[src/verilog/radio_io_pkg.sv]
// ####################
// Radio I/O widths
// Bus, readback, time and SPI field sizes
// ####################
package radio_io_pkg;

   // Settings bus and readback
   localparam int addr_w = 8;
   localparam int data_w = 32;
   localparam int rb_w   = 64;
   localparam int idx_w  = 3;

   localparam int time_w = 64;

   // SPI master
   localparam int sen_w     = 8;
   localparam int spi_len_w = 6;
   localparam int div_w     = 16;
   // Config word layout: mask in the low bits, then bit count, then edge select
   localparam int spi_len_lsb  = 8;
   localparam int spi_edge_bit = 14;

   // Pin banks
   localparam int db_gpio_w = 32;
   localparam int led_w     = 3;
   localparam int misc_w    = 8;

endpackage

[src/verilog/radio_regs_pkg.sv]
// ####################
// Radio register map
// Settings-bus addresses and register indices
// ####################
package radio_regs_pkg;

   // Settings-bus base addresses
   localparam logic [7:0] sr_dacsync   = 8'd5;
   localparam logic [7:0] sr_loopback  = 8'd6;
   localparam logic [7:0] sr_test      = 8'd7;
   localparam logic [7:0] sr_spi       = 8'd8;
   localparam logic [7:0] sr_gpio      = 8'd16;
   localparam logic [7:0] sr_misc_outs = 8'd24;
   localparam logic [7:0] sr_readback  = 8'd32;
   localparam logic [7:0] sr_time      = 8'd128;
   localparam logic [7:0] sr_leds      = 8'd196;

   // ATR bank registers
   localparam logic [2:0] gpio_idle = 3'd0;
   localparam logic [2:0] gpio_rx   = 3'd1;
   localparam logic [2:0] gpio_tx   = 3'd2;
   localparam logic [2:0] gpio_fdx  = 3'd3;
   localparam logic [2:0] gpio_ddr  = 3'd4;

   // Timekeeper registers
   localparam logic [2:0] time_hi     = 3'd0;
   localparam logic [2:0] time_lo_now = 3'd1;
   localparam logic [2:0] time_lo_pps = 3'd2;

   // SPI registers
   localparam logic [2:0] spi_divider = 3'd0;
   localparam logic [2:0] spi_config  = 3'd1;
   localparam logic [2:0] spi_data    = 3'd2;

   // Readback selector codes
   localparam logic [2:0] rb_spi_gpio  = 3'd0;
   localparam logic [2:0] rb_time      = 3'd1;
   localparam logic [2:0] rb_time_pps  = 3'd2;
   localparam logic [2:0] rb_test      = 3'd3;
   localparam logic [2:0] rb_leds      = 3'd4;
   localparam logic [2:0] rb_state     = 3'd5;
   localparam logic [2:0] rb_radio_num = 3'd6;

   localparam logic [31:0] radio_num = 32'd0;

endpackage

[src/verilog/gpio_atr.sv]
// ####################
// ATR GPIO bank
// Output word follows the rx/tx run state
// ####################
module gpio_atr #(
   parameter int               WIDTH    = 32,
   parameter logic [WIDTH-1:0] DDR_INIT = '0
) (
   input  logic                             radio_clk,
   input  logic                             rst_n,
   input  logic                             wr,
   input  logic [radio_io_pkg::idx_w-1:0]   reg_idx,
   input  logic [radio_io_pkg::data_w-1:0]  reg_data,
   input  logic                             run_rx,
   input  logic                             run_tx,
   input  logic [WIDTH-1:0]                 gpio_in,
   output logic [WIDTH-1:0]                 gpio_out,
   output logic [WIDTH-1:0]                 gpio_ddr,
   output logic [WIDTH-1:0]                 gpio_readback
);

   logic [WIDTH-1:0] atr_idle, atr_rx, atr_tx, atr_fdx;
   logic [WIDTH-1:0] atr_sel;

   always_ff @(posedge radio_clk or negedge rst_n) begin
      if (!rst_n) begin
         atr_idle <= '0;
         atr_rx   <= '0;
         atr_tx   <= '0;
         atr_fdx  <= '0;
         gpio_ddr <= DDR_INIT;
      end else if (wr) begin
         case (reg_idx)
            radio_regs_pkg::gpio_idle: atr_idle <= reg_data[WIDTH-1:0];
            radio_regs_pkg::gpio_rx:   atr_rx   <= reg_data[WIDTH-1:0];
            radio_regs_pkg::gpio_tx:   atr_tx   <= reg_data[WIDTH-1:0];
            radio_regs_pkg::gpio_fdx:  atr_fdx  <= reg_data[WIDTH-1:0];
            radio_regs_pkg::gpio_ddr:  gpio_ddr <= reg_data[WIDTH-1:0];
            default: ;
         endcase
      end
   end

   // Pick the word for the current run state
   always_comb begin
      case ({run_tx, run_rx})
         2'b01:   atr_sel = atr_rx;
         2'b10:   atr_sel = atr_tx;
         2'b11:   atr_sel = atr_fdx;
         default: atr_sel = atr_idle;
      endcase
   end

   always_ff @(posedge radio_clk or negedge rst_n) begin
      if (!rst_n) begin
         gpio_out      <= '0;
         gpio_readback <= '0;
      end else begin
         gpio_out      <= atr_sel;
         gpio_readback <= gpio_in;
      end
   end

endmodule

[src/verilog/radio_core.sv]
// ####################
// Radio core
// Control block, ATR banks, timekeeper and SPI
// ####################
module radio_core (
   input  logic                                radio_clk,
   input  logic                                rst_n,
   input  logic                                set_stb,
   input  logic [radio_io_pkg::addr_w-1:0]     set_addr,
   input  logic [radio_io_pkg::data_w-1:0]     set_data,
   output logic [radio_io_pkg::rb_w-1:0]       rb_data,
   output logic                                spi_ready,
   output logic [radio_io_pkg::time_w-1:0]     vita_time,
   input  logic                                pps,
   input  logic                                run_rx,
   input  logic                                run_tx,
   input  logic [radio_io_pkg::db_gpio_w-1:0]  db_gpio_in,
   output logic [radio_io_pkg::db_gpio_w-1:0]  db_gpio_out,
   output logic [radio_io_pkg::db_gpio_w-1:0]  db_gpio_ddr,
   output logic [radio_io_pkg::led_w-1:0]      leds,
   output logic [radio_io_pkg::misc_w-1:0]     misc_outs,
   output logic                                sync_dacs,
   output logic [radio_io_pkg::sen_w-1:0]      sen,
   output logic                                sclk,
   output logic                                mosi,
   input  logic                                miso
);

   logic                                db_wr, led_wr, time_wr, spi_wr;
   logic [radio_io_pkg::idx_w-1:0]      reg_idx;
   logic [radio_io_pkg::data_w-1:0]     reg_data;
   logic [radio_io_pkg::data_w-1:0]     db_readback, spi_readback;
   logic [radio_io_pkg::time_w-1:0]     vita_time_pps;

   radio_ctrl ctrl0 (
      .radio_clk(radio_clk), .rst_n(rst_n),
      .set_stb(set_stb), .set_addr(set_addr), .set_data(set_data),
      .run_rx(run_rx), .run_tx(run_tx),
      .db_wr(db_wr), .led_wr(led_wr), .time_wr(time_wr), .spi_wr(spi_wr),
      .reg_idx(reg_idx), .reg_data(reg_data),
      .db_readback(db_readback), .spi_readback(spi_readback),
      .vita_time(vita_time), .vita_time_pps(vita_time_pps),
      .rb_data(rb_data), .misc_outs(misc_outs), .sync_dacs(sync_dacs)
   );

   gpio_atr #(.WIDTH(radio_io_pkg::db_gpio_w)) db_atr (
      .radio_clk(radio_clk), .rst_n(rst_n),
      .wr(db_wr), .reg_idx(reg_idx), .reg_data(reg_data),
      .run_rx(run_rx), .run_tx(run_tx), .gpio_in(db_gpio_in),
      .gpio_out(db_gpio_out), .gpio_ddr(db_gpio_ddr), .gpio_readback(db_readback)
   );

   // LED pins are always outputs, so ddr and readback stay inside
   gpio_atr #(.WIDTH(radio_io_pkg::led_w), .DDR_INIT('1)) led_atr (
      .radio_clk(radio_clk), .rst_n(rst_n),
      .wr(led_wr), .reg_idx(reg_idx), .reg_data(reg_data),
      .run_rx(run_rx), .run_tx(run_tx), .gpio_in(leds),
      .gpio_out(leds), .gpio_ddr(), .gpio_readback()
   );

   timekeeper time0 (
      .radio_clk(radio_clk), .rst_n(rst_n), .pps(pps),
      .wr(time_wr), .reg_idx(reg_idx), .reg_data(reg_data),
      .vita_time(vita_time), .vita_time_pps(vita_time_pps)
   );

   spi_core spi0 (
      .radio_clk(radio_clk), .rst_n(rst_n),
      .wr(spi_wr), .reg_idx(reg_idx), .reg_data(reg_data), .miso(miso),
      .spi_ready(spi_ready), .spi_readback(spi_readback),
      .sen(sen), .sclk(sclk), .mosi(mosi)
   );

endmodule

[src/verilog/radio_ctrl.sv]
// ####################
// Radio control
// Settings decode, control registers, DAC sync
// and the readback selector
// ####################
module radio_ctrl (
   input  logic                              radio_clk,
   input  logic                              rst_n,
   input  logic                              set_stb,
   input  logic [radio_io_pkg::addr_w-1:0]   set_addr,
   input  logic [radio_io_pkg::data_w-1:0]   set_data,
   input  logic                              run_rx,
   input  logic                              run_tx,
   output logic                              db_wr,
   output logic                              led_wr,
   output logic                              time_wr,
   output logic                              spi_wr,
   output logic [radio_io_pkg::idx_w-1:0]    reg_idx,
   output logic [radio_io_pkg::data_w-1:0]   reg_data,
   input  logic [radio_io_pkg::data_w-1:0]   db_readback,
   input  logic [radio_io_pkg::data_w-1:0]   spi_readback,
   input  logic [radio_io_pkg::time_w-1:0]   vita_time,
   input  logic [radio_io_pkg::time_w-1:0]   vita_time_pps,
   output logic [radio_io_pkg::rb_w-1:0]     rb_data,
   output logic [radio_io_pkg::misc_w-1:0]   misc_outs,
   output logic                              sync_dacs
);

   logic                            hit_db, hit_led, hit_time, hit_spi;
   logic [radio_io_pkg::addr_w-1:0] base, offset;
   logic                            loopback;
   logic [radio_io_pkg::data_w-1:0] test;
   logic [radio_io_pkg::idx_w-1:0]  rb_sel;

   // True when addr falls in [first, first+last]
   function automatic logic in_range(input logic [7:0] addr, input logic [7:0] first,
                                     input logic [2:0] last);
      return (addr >= first) && (addr <= first + 8'(last));
   endfunction

   assign hit_db   = in_range(set_addr, radio_regs_pkg::sr_gpio, radio_regs_pkg::gpio_ddr);
   assign hit_led  = in_range(set_addr, radio_regs_pkg::sr_leds, radio_regs_pkg::gpio_ddr);
   assign hit_time = in_range(set_addr, radio_regs_pkg::sr_time, radio_regs_pkg::time_lo_pps);
   assign hit_spi  = in_range(set_addr, radio_regs_pkg::sr_spi, radio_regs_pkg::spi_data);

   always_comb begin
      base = '0;
      if (hit_db)
         base = radio_regs_pkg::sr_gpio;
      else if (hit_led)
         base = radio_regs_pkg::sr_leds;
      else if (hit_time)
         base = radio_regs_pkg::sr_time;
      else if (hit_spi)
         base = radio_regs_pkg::sr_spi;
   end

   // Register index relative to the block base
   assign offset   = set_addr - base;
   assign reg_idx  = offset[radio_io_pkg::idx_w-1:0];
   assign reg_data = set_data;

   assign db_wr   = set_stb & hit_db;
   assign led_wr  = set_stb & hit_led;
   assign time_wr = set_stb & hit_time;
   assign spi_wr  = set_stb & hit_spi;

   always_ff @(posedge radio_clk or negedge rst_n) begin
      if (!rst_n) begin
         sync_dacs <= 1'b0;
         loopback  <= 1'b0;
         test      <= '0;
         misc_outs <= '0;
         rb_sel    <= '0;
      end else begin
         // Any write to the sync address fires one pulse
         sync_dacs <= set_stb && (set_addr == radio_regs_pkg::sr_dacsync);
         if (set_stb) begin
            case (set_addr)
               radio_regs_pkg::sr_loopback:  loopback  <= set_data[0];
               radio_regs_pkg::sr_test:      test      <= set_data;
               radio_regs_pkg::sr_misc_outs: misc_outs <= set_data[radio_io_pkg::misc_w-1:0];
               radio_regs_pkg::sr_readback:  rb_sel    <= set_data[radio_io_pkg::idx_w-1:0];
               default: ;
            endcase
         end
      end
   end

   always_comb begin
      case (rb_sel)
         radio_regs_pkg::rb_spi_gpio:  rb_data = {spi_readback, db_readback};
         radio_regs_pkg::rb_time:      rb_data = vita_time;
         radio_regs_pkg::rb_time_pps:  rb_data = vita_time_pps;
         radio_regs_pkg::rb_test:      rb_data = {31'd0, loopback, test};
         radio_regs_pkg::rb_leds:      rb_data = {55'd0, loopback, misc_outs};
         radio_regs_pkg::rb_state:     rb_data = {62'd0, run_tx, run_rx};
         radio_regs_pkg::rb_radio_num: rb_data = {32'd0, radio_regs_pkg::radio_num};
         default:                      rb_data = '0;
      endcase
   end

endmodule

[src/verilog/spi_core.sv]
// ####################
// SPI master
// Sends the top n bits of the data word MSB first,
// shifts n received bits into the readback word
// ####################
module spi_core (
   input  logic                                radio_clk,
   input  logic                                rst_n,
   input  logic                                wr,
   input  logic [radio_io_pkg::idx_w-1:0]      reg_idx,
   input  logic [radio_io_pkg::data_w-1:0]     reg_data,
   input  logic                                miso,
   output logic                                spi_ready,
   output logic [radio_io_pkg::data_w-1:0]     spi_readback,
   output logic [radio_io_pkg::sen_w-1:0]      sen,
   output logic                                sclk,
   output logic                                mosi
);

   localparam int dw = radio_io_pkg::data_w;

   logic [radio_io_pkg::div_w-1:0]     divider, clk_cnt;
   logic [radio_io_pkg::sen_w-1:0]     sen_mask;
   logic [radio_io_pkg::spi_len_w-1:0] num_bits, bits_left;
   logic                               edge_sel;
   logic                               busy, first, tick;
   logic [dw-1:0]                      tx_shift;

   always_ff @(posedge radio_clk or negedge rst_n) begin
      if (!rst_n) begin
         divider  <= '0;
         sen_mask <= '0;
         num_bits <= '0;
         edge_sel <= 1'b0;
      end else if (wr) begin
         if (reg_idx == radio_regs_pkg::spi_divider)
            divider <= reg_data[radio_io_pkg::div_w-1:0];
         if (reg_idx == radio_regs_pkg::spi_config) begin
            sen_mask <= reg_data[radio_io_pkg::sen_w-1:0];
            num_bits <= reg_data[radio_io_pkg::spi_len_lsb +: radio_io_pkg::spi_len_w];
            edge_sel <= reg_data[radio_io_pkg::spi_edge_bit];
         end
      end
   end

   // Half an sclk period is divider+1 cycles
   assign tick      = busy && (clk_cnt == divider);
   assign spi_ready = ~busy;
   assign mosi      = tx_shift[dw-1];

   // edge_sel 0: launch on falling, sample on rising
   // edge_sel 1: launch on rising, sample on falling
   always_ff @(posedge radio_clk or negedge rst_n) begin
      if (!rst_n) begin
         busy         <= 1'b0;
         first        <= 1'b0;
         clk_cnt      <= '0;
         bits_left    <= '0;
         sclk         <= 1'b0;
         sen          <= '1;
         tx_shift     <= '0;
         spi_readback <= '0;
      end else if (wr && reg_idx == radio_regs_pkg::spi_data && !busy) begin
         busy      <= 1'b1;
         first     <= 1'b1;
         clk_cnt   <= '0;
         bits_left <= num_bits;
         sclk      <= 1'b0;
         // Chip selects are active low
         sen       <= ~sen_mask;
         tx_shift  <= reg_data;
      end else if (busy) begin
         if (!tick) begin
            clk_cnt <= clk_cnt + 1'b1;
         end else begin
            clk_cnt <= '0;
            sclk    <= ~sclk;
            if (!sclk) begin
               // Rising edge
               first <= 1'b0;
               if (!edge_sel)
                  spi_readback <= {spi_readback[dw-2:0], miso};
               else if (!first)
                  tx_shift <= tx_shift << 1;
            end else begin
               // Falling edge closes one bit
               if (edge_sel)
                  spi_readback <= {spi_readback[dw-2:0], miso};
               else
                  tx_shift <= tx_shift << 1;
               bits_left <= bits_left - 1'b1;
               if (bits_left == 1) begin
                  busy <= 1'b0;
                  sen  <= '1;
               end
            end
         end
      end
   end

endmodule

[src/verilog/timekeeper.sv]
// ####################
// Timekeeper
// 64-bit sample time with PPS-timed load
// and last-PPS capture
// ####################
module timekeeper (
   input  logic                             radio_clk,
   input  logic                             rst_n,
   input  logic                             pps,
   input  logic                             wr,
   input  logic [radio_io_pkg::idx_w-1:0]   reg_idx,
   input  logic [radio_io_pkg::data_w-1:0]  reg_data,
   output logic [radio_io_pkg::time_w-1:0]  vita_time,
   output logic [radio_io_pkg::time_w-1:0]  vita_time_pps
);

   logic [radio_io_pkg::data_w-1:0] time_hi_reg;
   logic [radio_io_pkg::time_w-1:0] pps_load;
   logic                            armed;
   logic                            pps_s1, pps_s2, pps_d;
   logic                            pps_edge;

   // Two-flop synchronizer, then rising-edge detect
   always_ff @(posedge radio_clk or negedge rst_n) begin
      if (!rst_n) begin
         pps_s1 <= 1'b0;
         pps_s2 <= 1'b0;
         pps_d  <= 1'b0;
      end else begin
         pps_s1 <= pps;
         pps_s2 <= pps_s1;
         pps_d  <= pps_s2;
      end
   end

   assign pps_edge = pps_s2 & ~pps_d;

   always_ff @(posedge radio_clk) begin
      if (wr && reg_idx == radio_regs_pkg::time_lo_pps)
         pps_load <= {time_hi_reg, reg_data};
   end

   always_ff @(posedge radio_clk or negedge rst_n) begin
      if (!rst_n) begin
         time_hi_reg   <= '0;
         armed         <= 1'b0;
         vita_time     <= '0;
         vita_time_pps <= '0;
      end else begin
         if (wr && reg_idx == radio_regs_pkg::time_hi)
            time_hi_reg <= reg_data;
         if (pps_edge)
            vita_time_pps <= vita_time;
         // Immediate load wins over a pending PPS load
         if (wr && reg_idx == radio_regs_pkg::time_lo_now) begin
            vita_time <= {time_hi_reg, reg_data};
         end else if (pps_edge && armed) begin
            vita_time <= pps_load;
         end else begin
            vita_time <= vita_time + 1'b1;
         end
         if (wr && reg_idx == radio_regs_pkg::time_lo_pps)
            armed <= 1'b1;
         else if (pps_edge)
            armed <= 1'b0;
      end
   end

endmodule
[config.mk]
export PLATFORM = sky130hd
export DESIGN_NAME = radio_core
export DESIGN_NICKNAME = d
export VERILOG_FILES = /design/src/verilog/radio_io_pkg.sv /design/src/verilog/radio_regs_pkg.sv /design/src/verilog/gpio_atr.sv /design/src/verilog/radio_core.sv /design/src/verilog/radio_ctrl.sv /design/src/verilog/spi_core.sv /design/src/verilog/timekeeper.sv
export SDC_FILE = /design/constraint.sdc
export NUM_CORES = 1
export LEC_CHECK = 0
export BUFFER_PORTS_ARGS = -buffer_cell sky130_fd_sc_hd__buf_2
export CORE_UTILIZATION = 55
export DETAILED_ROUTE_END_ITERATION = 6
export PLACE_DENSITY = 0.86
export SLEW_MARGIN = 5
export SYNTH_ARGS = -nofsm -noshare
export SYNTH_HDL_FRONTEND = slang
export SYNTH_SLANG_ARGS = --single-unit
[constraint.sdc]
create_clock -name radio_clk -period 3.15 [get_ports radio_clk]
set_input_delay 0.945 -clock radio_clk [delete_from_list [all_inputs] [get_ports radio_clk]]
set_output_delay 0.945 -clock radio_clk [all_outputs]
set_load 0.03 [all_outputs]
==> impl_metrics.tcl, run 1 <==
set metrics [dict create \
    fin_worst_skew_ns 0.01928 \
    yosys.area_share.adder 0.001815 \
    vias_per_cell 6.129 \
    startpoint "ctrl0.rb_sel[1]$_DFFE_PN0P_" \
    synthToLayoutAreaGrowth_pct 17.64 \
    timing.final.crit_share 0.9944 \
    synth-main-ff-cell "dfrtp_1" \
    final_cell_area_mm2 0.03244 \
    yosysSeqAreaShare 0.5928 \
    cts_buffers 66 \
    antenna_left 0 \
    grt_pass1_wl_um 117700 \
    r2r_slack_ns 0.40 \
    start_util 0.5610 \
    worstPathRequired_ns 2.20 \
    boundaryPins 294 \
    muxShareOfSynthArea 0.1741 \
    drc 0 \
    clkTransAtPathRegs_ns 0.06 \
    slew_viol_final 0 \
    grt_max_degree 87 \
    synth_top_family_by_area "multiplexers" \
    globalRouteTotalUtil 0.3017 \
    hold_violations 0 \
    synth-compound-area-share 0.06584 \
    finalNetCount 2646 \
    design.core.area_mm2 0.04915 \
    cts.sinks 640 \
    holdCritPathClass "input port to asynchronous set/reset pin" \
    synth_seq_cells 640 \
    drt-initial-drc-count 2033 \
    relSlewSlack 0.2217 \
    core.rowCount 81 \
    dieArea_mm2 0.05103 \
    synth_nets 2370 \
    finalWirelength_um 76340 \
    place_hpwl_um 49500 \
    fillerInstances 3376 \
    cp-start-kind "flop" \
    gp_congestion 0.8877 \
    critPathMaxFanout 17 \
    cts_tree "done" \
    power_density_mw_per_mm2 630.0 \
    finalSetupViolCount 0 \
    synth_warnings 0 \
    die_w_um 225.9 \
    ff2ff_path_depth 8 \
    fmax_ghz 0.3193 \
    ys_types 58 \
    worst_slew_pin_slew_ns 1.167 \
    syn-cell-area_mm2 0.02757 \
    wl_per_cell_um 23.28 \
    grt_pass1_vias 20610 \
    drive_gt1_frac 0.3275 \
    r2r_start "time0.vita_time[1]$_DFF_PN0_" \
    p_leak_nw 15.93 \
    synth_xor_area_frac 0.02795 \
    worstReg2RegEnd "time0.vita_time[52]$_DFF_PN0_" \
    period_needed_ns 3.132 \
    root_buffer "clkbuf_16" \
    dpl_cell_area_mm2 0.03007 \
    synth_area_per_cell_um2 12.06 \
    peakVddDrop_uv 503.9 \
    cts.path.max_buffers 3 \
    synth-simple-area-share 0.1129 \
    cp-end-kind "output port" \
    clk_latency_ns 0.61 \
    reg.largest.list "time0.pps_load x64, time0.vita_time x64, time0.vita_time_pps x64" \
    postSynthCellCount 2287 \
    synthArstFlopShare 0.9000 \
    status "finished, final reports clean" \
    fin_tns_setup_ns 0 \
    grt_antenna_before_repair 5 \
    via_count 20100 \
    overflow 0 \
    synth_edf_count 64 \
    numPortBuffers 293 \
    drv_cap 0 \
    hold_buffers 0 \
    first_pass_iters 6 \
    path_class "flop to output port" \
    arrival_ns 2.19 \
    cts_max_level 3 \
    cp-endpoint "rb_data[23]" \
    fp.dieH_um 225.9 \
]
==> synthesized netlist by cell type, drive strengths merged (7+ instances only) <==
cell type / instances / area (um2)
dfrtp: 568 / 14210
mux2: 311 / 3502
nand2: 278 / 1044
nor2: 213 / 799.5
clkbuf: 107 / 402.9
a21oi: 95 / 475.5
o21ai: 66 / 334.1
edfxtp: 64 / 1922
xor2: 62 / 543.0
o22ai: 58 / 375.4
a22oi: 54 / 405.4
buf: 54 / 235.2
mux2i: 51 / 510.5
nand3: 42 / 227.7
mux4: 35 / 788.3
nand4: 27 / 168.9
xnor2: 26 / 227.7
and3: 24 / 150.1
or3: 21 / 131.4
nor3: 18 / 90.09
and4: 13 / 113.9
inv: 11 / 41.29
nor2b: 11 / 68.82
a2bb2oi: 8 / 70.07
dfstp: 8 / 210.2
nor4: 8 / 50.05
and2: 7 / 43.79
==> worst min-delay path by stage <==
stage / start / end / slack (ns) / depth (start not counted)
after floorplan: time0.pps_s1$_DFF_PN0_ / time0.pps_s2$_DFF_PN0_ / 0.33 / 0
after global placement: spi0.sen_mask[6]$_DFFE_PN0P_ / spi0.sen[6]$_DFFE_PN1P_ / 0.39 / 1
after detailed placement: spi0.sen_mask[4]$_DFFE_PN0P_ / spi0.sen[4]$_DFFE_PN1P_ / 0.39 / 1
after CTS: rst_n / spi0.edge_sel$_DFFE_PN0P_ / 0.33 / 1
after global routing: rst_n / spi0.divider[3]$_DFFE_PN0P_ / 0.36 / 1
final: rst_n / time0.vita_time[50]$_DFF_PN0_ / 0.33 / 1
==> critical path, cell delays in order (launching register included) <==
cell	delay, ns
dfrtp_2	0.44
buf_12	0.17
nor3_4	0.21
buf_12	0.16
buf_4	0.19
a22oi_1	0.11
nand2_1	0.09
buf_2	0.20
==> cell families after synthesis <==
logic type               count (synthesis)
AO/OA/AOI/OAI                          301
XOR/XNOR                                88
adder cells (fa/ha/maj)                  4
buffers and inverters                  172
flip-flops                             640
multiplexers                           397
AND/OR/NAND/NOR                        685
==> layout make-up <==
cell class / instances / area (um2) / area share
diodes: 1 / 2.502 / 0.00007715
clock buffers: 95 / 1881 / 0.05797
clock inverters: 24 / 310.3 / 0.009566
inverters: 11 / 41.29 / 0.001273
multi-input cells: 1475 / 10660 / 0.3286
flip-flops and latches: 640 / 16350 / 0.5040
well taps: 664 / 830.8 / 0.02561
repair buffers: 369 / 2362 / 0.07283
==> power by group <==
| group | internal, mW | switching [mW] |
|---|---|---|
| logic | 1.01 | 1.82 |
| registers | 9.07 | 0.685 |
| clock network | 4.54 | 3.32 |
==> metal layers <==
metal	share of wire	global-route usage
met1	0.39	0.3982
met2	0.48	0.4855
met3	0.085	0.06661
met4	0.039	0.1229
met5	0.00075	0
==> cells in the final DEF (no fill, tap or decap), drive strengths merged, types with 3 or more instances in the layout <==
master | netlist | routed
and2 | 7 | 7
xnor2 | 26 | 26
nand2b | 5 | 5
a22oi | 54 | 54
clkinv | 0 | 18
ha | 4 | 4
nand4b | 4 | 4
bufinv | 0 | 4
nor4b | 3 | 3
mux2i | 51 | 51
a2bb2oi | 8 | 8
buf | 54 | 362
xor2 | 62 | 62
nor2b | 11 | 11
mux2 | 311 | 311
edfxtp | 64 | 64
and4 | 13 | 13
o21ai | 66 | 66
a31oi | 4 | 4
inv | 11 | 13
a21oi | 95 | 95
and3 | 24 | 24
o22ai | 58 | 58
nand3 | 42 | 42
nor3 | 18 | 18
nand4 | 27 | 27
or3 | 21 | 21
a211oi | 4 | 4
clkbuf | 107 | 102
mux4 | 35 | 35
dfstp | 8 | 8
dfrtp | 568 | 568
nor3b | 5 | 5
nor4 | 8 | 8
nor2 | 213 | 213
nand2 | 278 | 278
==> metrics by stage <==
step	hold slack, ns	instances	power, mW	utilization	setup slack, ns
after floorplan	0.3312	2287	11.40	-	-0.5042
after global placement	0.3876	3152	12.43	0.6117	0.2081
after detailed placement	0.3927	3152	12.59	0.6117	0.1932
after CTS	0.3259	3273	20.43	0.6572	0.002504
after global routing	0.3550	3278	21.12	0.6599	-0.03420
final	0.3272	3279	20.44	0.6599	0.01774
==> what timing repair did <==
action,4_1_cts,5_1_grt
pin swaps,0,1
setup endpoints to repair,52,33
setup buffers,2,3
gates cloned,0,2
gates resized for setup,9,20
Power figures use the tool's default switching activity.
==> inputs of run 2 (changes only) <==
Settings changed: SYNTH_HIERARCHICAL set to 1.
==> run 2 against run 1 <==
Effect of this change: the run now ends with negative setup slack left; register-to-register slack lost 0.07 ns; die area rose by 3.8%; utilization grew 0.56 points; power down 4.1%; fmax down 2.7%; hold slack worse by 0.067 ns; non-clock buffer count up 39; setup slack worse by 0.087 ns; first-iteration DRC count grew 11%; combinational power decreased by 21%; sequential power decreased by 6.7%.
==> impl_metrics.tcl, run 2 <==
set metrics [dict create \
    power_frac_seq 0.465 \
    cts.path.max_buffers 3 \
    hold_violations 0 \
    reg.largest.list "time0/pps_load x64, time0/vita_time x64, time0/vita_time_pps x64" \
    grt_pass1_wl_um 122600 \
    p_sw_frac 0.2575 \
    cp-start-kind "flop" \
    boundaryPins 294 \
    cts_max_level 3 \
    violations "negative setup slack" \
    switchingPower_mw 5.045 \
    finalWirelength_um 81240 \
    arrival_ns 2.27 \
    critPathMaxFanout 8 \
    peakVddDrop_uv 446.7 \
    finalSetupViolCount 34 \
    setup_ws_ns -0.06912 \
    synth_area_per_cell_um2 13.30 \
    drv_cap 0 \
    fp.dieH_um 230.1 \
    fin_worst_skew_ns 0.01825 \
    slew_viol_final 0 \
    cp-end-kind "output port" \
    postSynthCellCount 2152 \
    timing.final.crit_share 1.022 \
    internal_power_mw 14.55 \
    drc 0 \
    vias_per_cell 6.295 \
    hold_buffers 0 \
    wl_met3_um 7510 \
    rsz0062_at_grt "true" \
    final_cell_mix "565 x dfrtp_1, 287 x mux2_2, 242 x buf_2, 166 x nand2_1, 92 x buf_4" \
    met2_length_um 39160 \
    synth_warnings 6 \
    grt_max_degree 80 \
    final_util 0.6655 \
    cts.sinks 640 \
    finalNetCount 2550 \
    cts_tree "done" \
    cts_buffers 68 \
    synth_nets 2235 \
    antenna_cells 0 \
    relSlewSlack 0.3149 \
    dieArea_mm2 0.05296 \
    final_common_cell "dfrtp_1" \
    place_hpwl_um 51720 \
    holdWs_ns 0.2604 \
    holdCritPathClass "input port to asynchronous set/reset pin" \
    worstPathRequired_ns 2.20 \
    wl_per_cell_um 25.37 \
    power_density_mw_per_mm2 572.7 \
    die_w_um 230.1 \
    grt_antenna_before_repair 4 \
    core.rowCount 83 \
    design.core.area_mm2 0.05141 \
    clock_power_share 0.421 \
    gp_congestion 0.9315 \
    clk_latency_ns 0.60 \
    drive_gt1_frac 0.4060 \
    syn-cell-area_mm2 0.02862 \
    root_buffer "clkbuf_16" \
    status "finished, violations left" \
    p_leak_nw 15.56 \
    synthToLayoutAreaGrowth_pct 19.51 \
    overflow 0 \
    period_needed_ns 3.219 \
    clkTransAtPathRegs_ns 0.06 \
    antenna_left 0 \
    globalRouteTotalUtil 0.3027 \
    worst_slew_pin_slew_ns 1.028 \
    via_count 20160 \
    combPwrFrac 0.114 \
    grt_pass1_vias 20310 \
    drt-initial-drc-count 2263 \
    routed.top_layer "met5" \
    numPortBuffers 293 \
    start_util 0.5568 \
    fmax_ghz 0.3106 \
    path_class "flop to output port" \
    met1_length_um 31400 \
    first_pass_iters 6 \
]
[run 2: final cells by class]
class,count,area (um2)
fill,3435,17200
inverter,20,75.07
sequential,640,16350
tap,680,850.8
multi-input combinational,1329,11580
clock buffer,105,2064
clock inverter,20,264.0
timing repair buffer,408,3018
[run 2: critical path, cell delays in order, from the launching register on]
cell and delay [ns]:
dfrtp_4 0.50, buf_8 0.17, buf_6 0.13, nor2b_4 0.12, buf_12 0.14, buf_12 0.14, nand2_1 0.07, a21oi_2 0.22
buf_6 0.17
[run 2: through the flow]
step / std cells / total power, mW / worst slack [ns] / TNS (ns) / area [um2]
floorplan: 2152 / 10.41 / -1.024 / -66.33 / 28670
global placement: 3062 / 11.23 / 0.01045 / 0 / 31140
detailed placement: 3062 / 11.33 / -0.1599 / -3.162 / 31140
CTS: 3196 / 19.61 / -0.05856 / -1.332 / 33830
global route: 3202 / 20.21 / -0.1344 / -3.398 / 34210
finish: 3202 / 19.59 / -0.06912 / -0.7120 / 34210
[run 2: per-layer routing]
layer	vias to the layer above	GRT usage
li1	8461	-
met1	10340	0.3989
met2	1142	0.4793
met3	205	0.07887
met4	4	0.1204
met5	-	0
[run 2: timing repair]
| item | 4_1_cts | 5_1_grt |
|---|---|---|
| pin swaps | 0 | 20 |
| gates cloned | 2 | 4 |
| setup buffers | 7 | 3 |
| resized for setup | 82 | 79 |
| setup endpoints to repair | 53 | 59 |
[run 2: power groups by stage]
stage | Sequential (mW) | Combinational, mW | Clock, mW
2_1_floorplan | 9.38 | 1.03 | 0
3_3_place_gp | 9.21 | 2.03 | 0
3_5_place_dp | 9.24 | 2.10 | 0
4_1_cts | 9.08 | 2.17 | 8.36
5_1_grt | 9.14 | 2.38 | 8.70
6_report | 9.10 | 2.24 | 8.25
[run 2: path summary, 6_finish.rpt]
path / startpoint / end / slack [ns] / cells after the start
worst max-delay path: ctrl0/rb_sel[0]$_DFFE_PN0P_ / rb_data[54] / -0.07 / 8
worst min-delay path: rst_n / ctrl0/test[16]$_DFFE_PN0P_ / 0.26 / 1
worst max register to register: time0/vita_time[11]$_DFF_PN0_ / time0/vita_time[57]$_DFF_PN0_ / 0.33 / 6
worst min register to register: time0/pps_s1$_DFF_PN0_ / time0/pps_s2$_DFF_PN0_ / 0.38 / 0
max in group asynchronous: rst_n / db_atr/gpio_ddr[9]$_DFFE_PN0P_ / 2.06 / 2
min in group radio_clk: time0/pps_s1$_DFF_PN0_ / time0/pps_s2$_DFF_PN0_ / 0.38 / 0
==> inputs of run 3 (changes only) <==
Settings changed: GPL_ROUTABILITY_DRIVEN set to 0, SETUP_SLACK_MARGIN set to 0.15.
==> run 3 against run 2 <==
Effect of this change: final area increased by 1.0%; the run still ends with negative setup slack left; critical path depth decreased by 1; highest routed layer unchanged; power is 1.8% higher; critical path type unchanged.
==> impl_metrics.tcl, run 3 (same netlist as run 2, synthesis figures left out) <==
set metrics [dict create \
    worst_slew_pin_slew_ns 0.9792 \
    path_class "flop to output port" \
    relSlewSlack 0.3472 \
    clock_power_share 0.426 \
    clk_latency_ns 0.61 \
    power_density_mw_per_mm2 577.3 \
    timing.final.crit_share 1.018 \
    fmax_ghz 0.3117 \
    finalSetupViolCount 10 \
    cts.path.max_buffers 3 \
    cts_buffers 69 \
    finalWirelength_um 82900 \
    arrival_ns 2.26 \
    drt-initial-drc-count 2581 \
    worstPathRequired_ns 2.20 \
    wl_per_cell_um 25.83 \
    die_w_um 230.1 \
    hold_buffers 0 \
    fillerInstances 3322 \
    globalRouteTotalUtil 0.3123 \
    numPortBuffers 293 \
    cp-endpoint "rb_data[47]" \
    drive_gt1_frac 0.4138 \
    hold_violations 0 \
    r2r_start "time0/vita_time[10]$_DFF_PN0_" \
    antenna_left 0 \
    slew_viol_final 0 \
    status "finished, violations left" \
    final_util 0.6722 \
    clkTransAtPathRegs_ns 0.06 \
    period_needed_ns 3.208 \
    place_hpwl_um 52970 \
    combPwrFrac 0.115 \
    r2r_slack_ns 0.29 \
    peakVddDrop_uv 462.1 \
    via_count 20380 \
    rsz0062_at_grt "true" \
    reg.largest.list "time0/pps_load x64, time0/vita_time x64, time0/vita_time_pps x64" \
    switchingPower_mw 5.136 \
    fin_worst_skew_ns 0.02190 \
    cts_max_level 3 \
    p_leak_nw 15.72 \
    holdCritPathClass "input port to asynchronous set/reset pin" \
    cp-end-kind "output port" \
    critPathMaxFanout 24 \
    setup_ws_ns -0.05780 \
    dieArea_mm2 0.05296 \
    start_util 0.5568 \
    synthToLayoutAreaGrowth_pct 20.71 \
    worstReg2RegEnd "time0/vita_time[61]$_DFF_PN0_" \
    boundaryPins 294 \
    internal_power_mw 14.81 \
    first_pass_iters 7 \
    grt_antenna_before_repair 4 \
    power_frac_seq 0.458 \
    final_common_cell "dfrtp_1" \
    startpoint "ctrl0/rb_sel[0]$_DFFE_PN0P_" \
    ff2ff_path_depth 6 \
    drc 0 \
    holdWs_ns 0.3008 \
    design.core.area_mm2 0.05141 \
    core.rowCount 83 \
    grt_pass1_vias 20990 \
    final_cell_mix "565 x dfrtp_1, 287 x mux2_2, 228 x buf_2, 161 x nand2_1, 105 x buf_4" \
    fp.dieH_um 230.1 \
    cts.sinks 640 \
    overflow 0 \
    p_sw_frac 0.2575 \
    violations "negative setup slack" \
    vias_per_cell 6.350 \
    finalNetCount 2557 \
    grt_pass1_wl_um 126300 \
    drv_cap 0 \
    grt_max_degree 78 \
    root_buffer "clkbuf_16" \
    cp-start-kind "flop" \
    cts_tree "done" \
]
-- run 3: routing by layer --
layer | share of wire | track usage
met5 | 0.00011 | 0
met4 | 0.045 | 0.1360
met2 | 0.48 | 0.5024
met1 | 0.38 | 0.4123
met3 | 0.087 | 0.06362
-- run 3: power by group through the flow --
stage	clock network [mW]	logic [mW]	registers, mW
floorplan	0	1.03	9.38
global placement	0	2.01	9.22
detailed placement	0	2.08	9.25
CTS	8.60	2.23	9.12
global route	8.91	2.44	9.17
finish	8.50	2.30	9.14
-- run 3: area by class of cell --
class | instances | area (um2) | area share
inverter | 20 | 75.07 | 0.002173
clock inverter | 29 | 411.6 | 0.01191
tap | 680 | 850.8 | 0.02462
multi-input combinational | 1329 | 11690 | 0.3384
sequential | 640 | 16360 | 0.4734
timing repair buffer | 414 | 3174 | 0.09187
antenna | 1 | 2.502 | 0.00007242
clock buffer | 96 | 1989 | 0.05758
-- run 3: critical path, cell delays in order, from the launching register on --
cell and delay [ns]:
dfrtp_4 0.53, buf_12 0.20, nor2b_4 0.15, buf_6 0.13, buf_6 0.13, nand2_1 0.07, a21oi_1 0.23, buf_4 0.21
-- run 3: per-stage QoR --
stage	power, mW	instance area [um2]	TNS [ns]	instances	setup WS, ns
after floorplan	10.41	28670	-66.33	2152	-1.024
after global placement	11.23	31230	0	3063	0.06510
after detailed placement	11.34	31230	-0.07357	3063	-0.03400
after CTS	19.94	34310	-0.1423	3202	-0.05461
after global routing	20.53	34550	-1.639	3208	-0.1368
final	19.95	34550	-0.2928	3209	-0.05780
-- run 3: repair_timing --
| item | CTS | global route |
|---|---|---|
| gates resized for setup | 160 | 48 |
| cloned | 4 | 3 |
| pin swaps | 4 | 1 |
| setup endpoints to repair | 64 | 64 |
| buffers inserted | 10 | 3 |
| hold endpoints to repair | 0 | 0 |
-- run 3: how the worst min path moves through the flow --
stage / slack (ns) / start / end
3_3_place_gp: 0.35 / time0/pps_s1$_DFF_PN0_ / time0/pps_s2$_DFF_PN0_
3_5_place_dp: 0.34 / time0/pps_s1$_DFF_PN0_ / time0/pps_s2$_DFF_PN0_
4_1_cts: 0.31 / rst_n / time0/vita_time[12]$_DFF_PN0_
5_1_grt: 0.31 / rst_n / ctrl0/test[6]$_DFFE_PN0P_
6_report: 0.30 / rst_n / ctrl0/test[6]$_DFFE_PN0P_
2_1_floorplan: 0.33 / time0/pps_s1$_DFF_PN0_ / time0/pps_s2$_DFF_PN0_
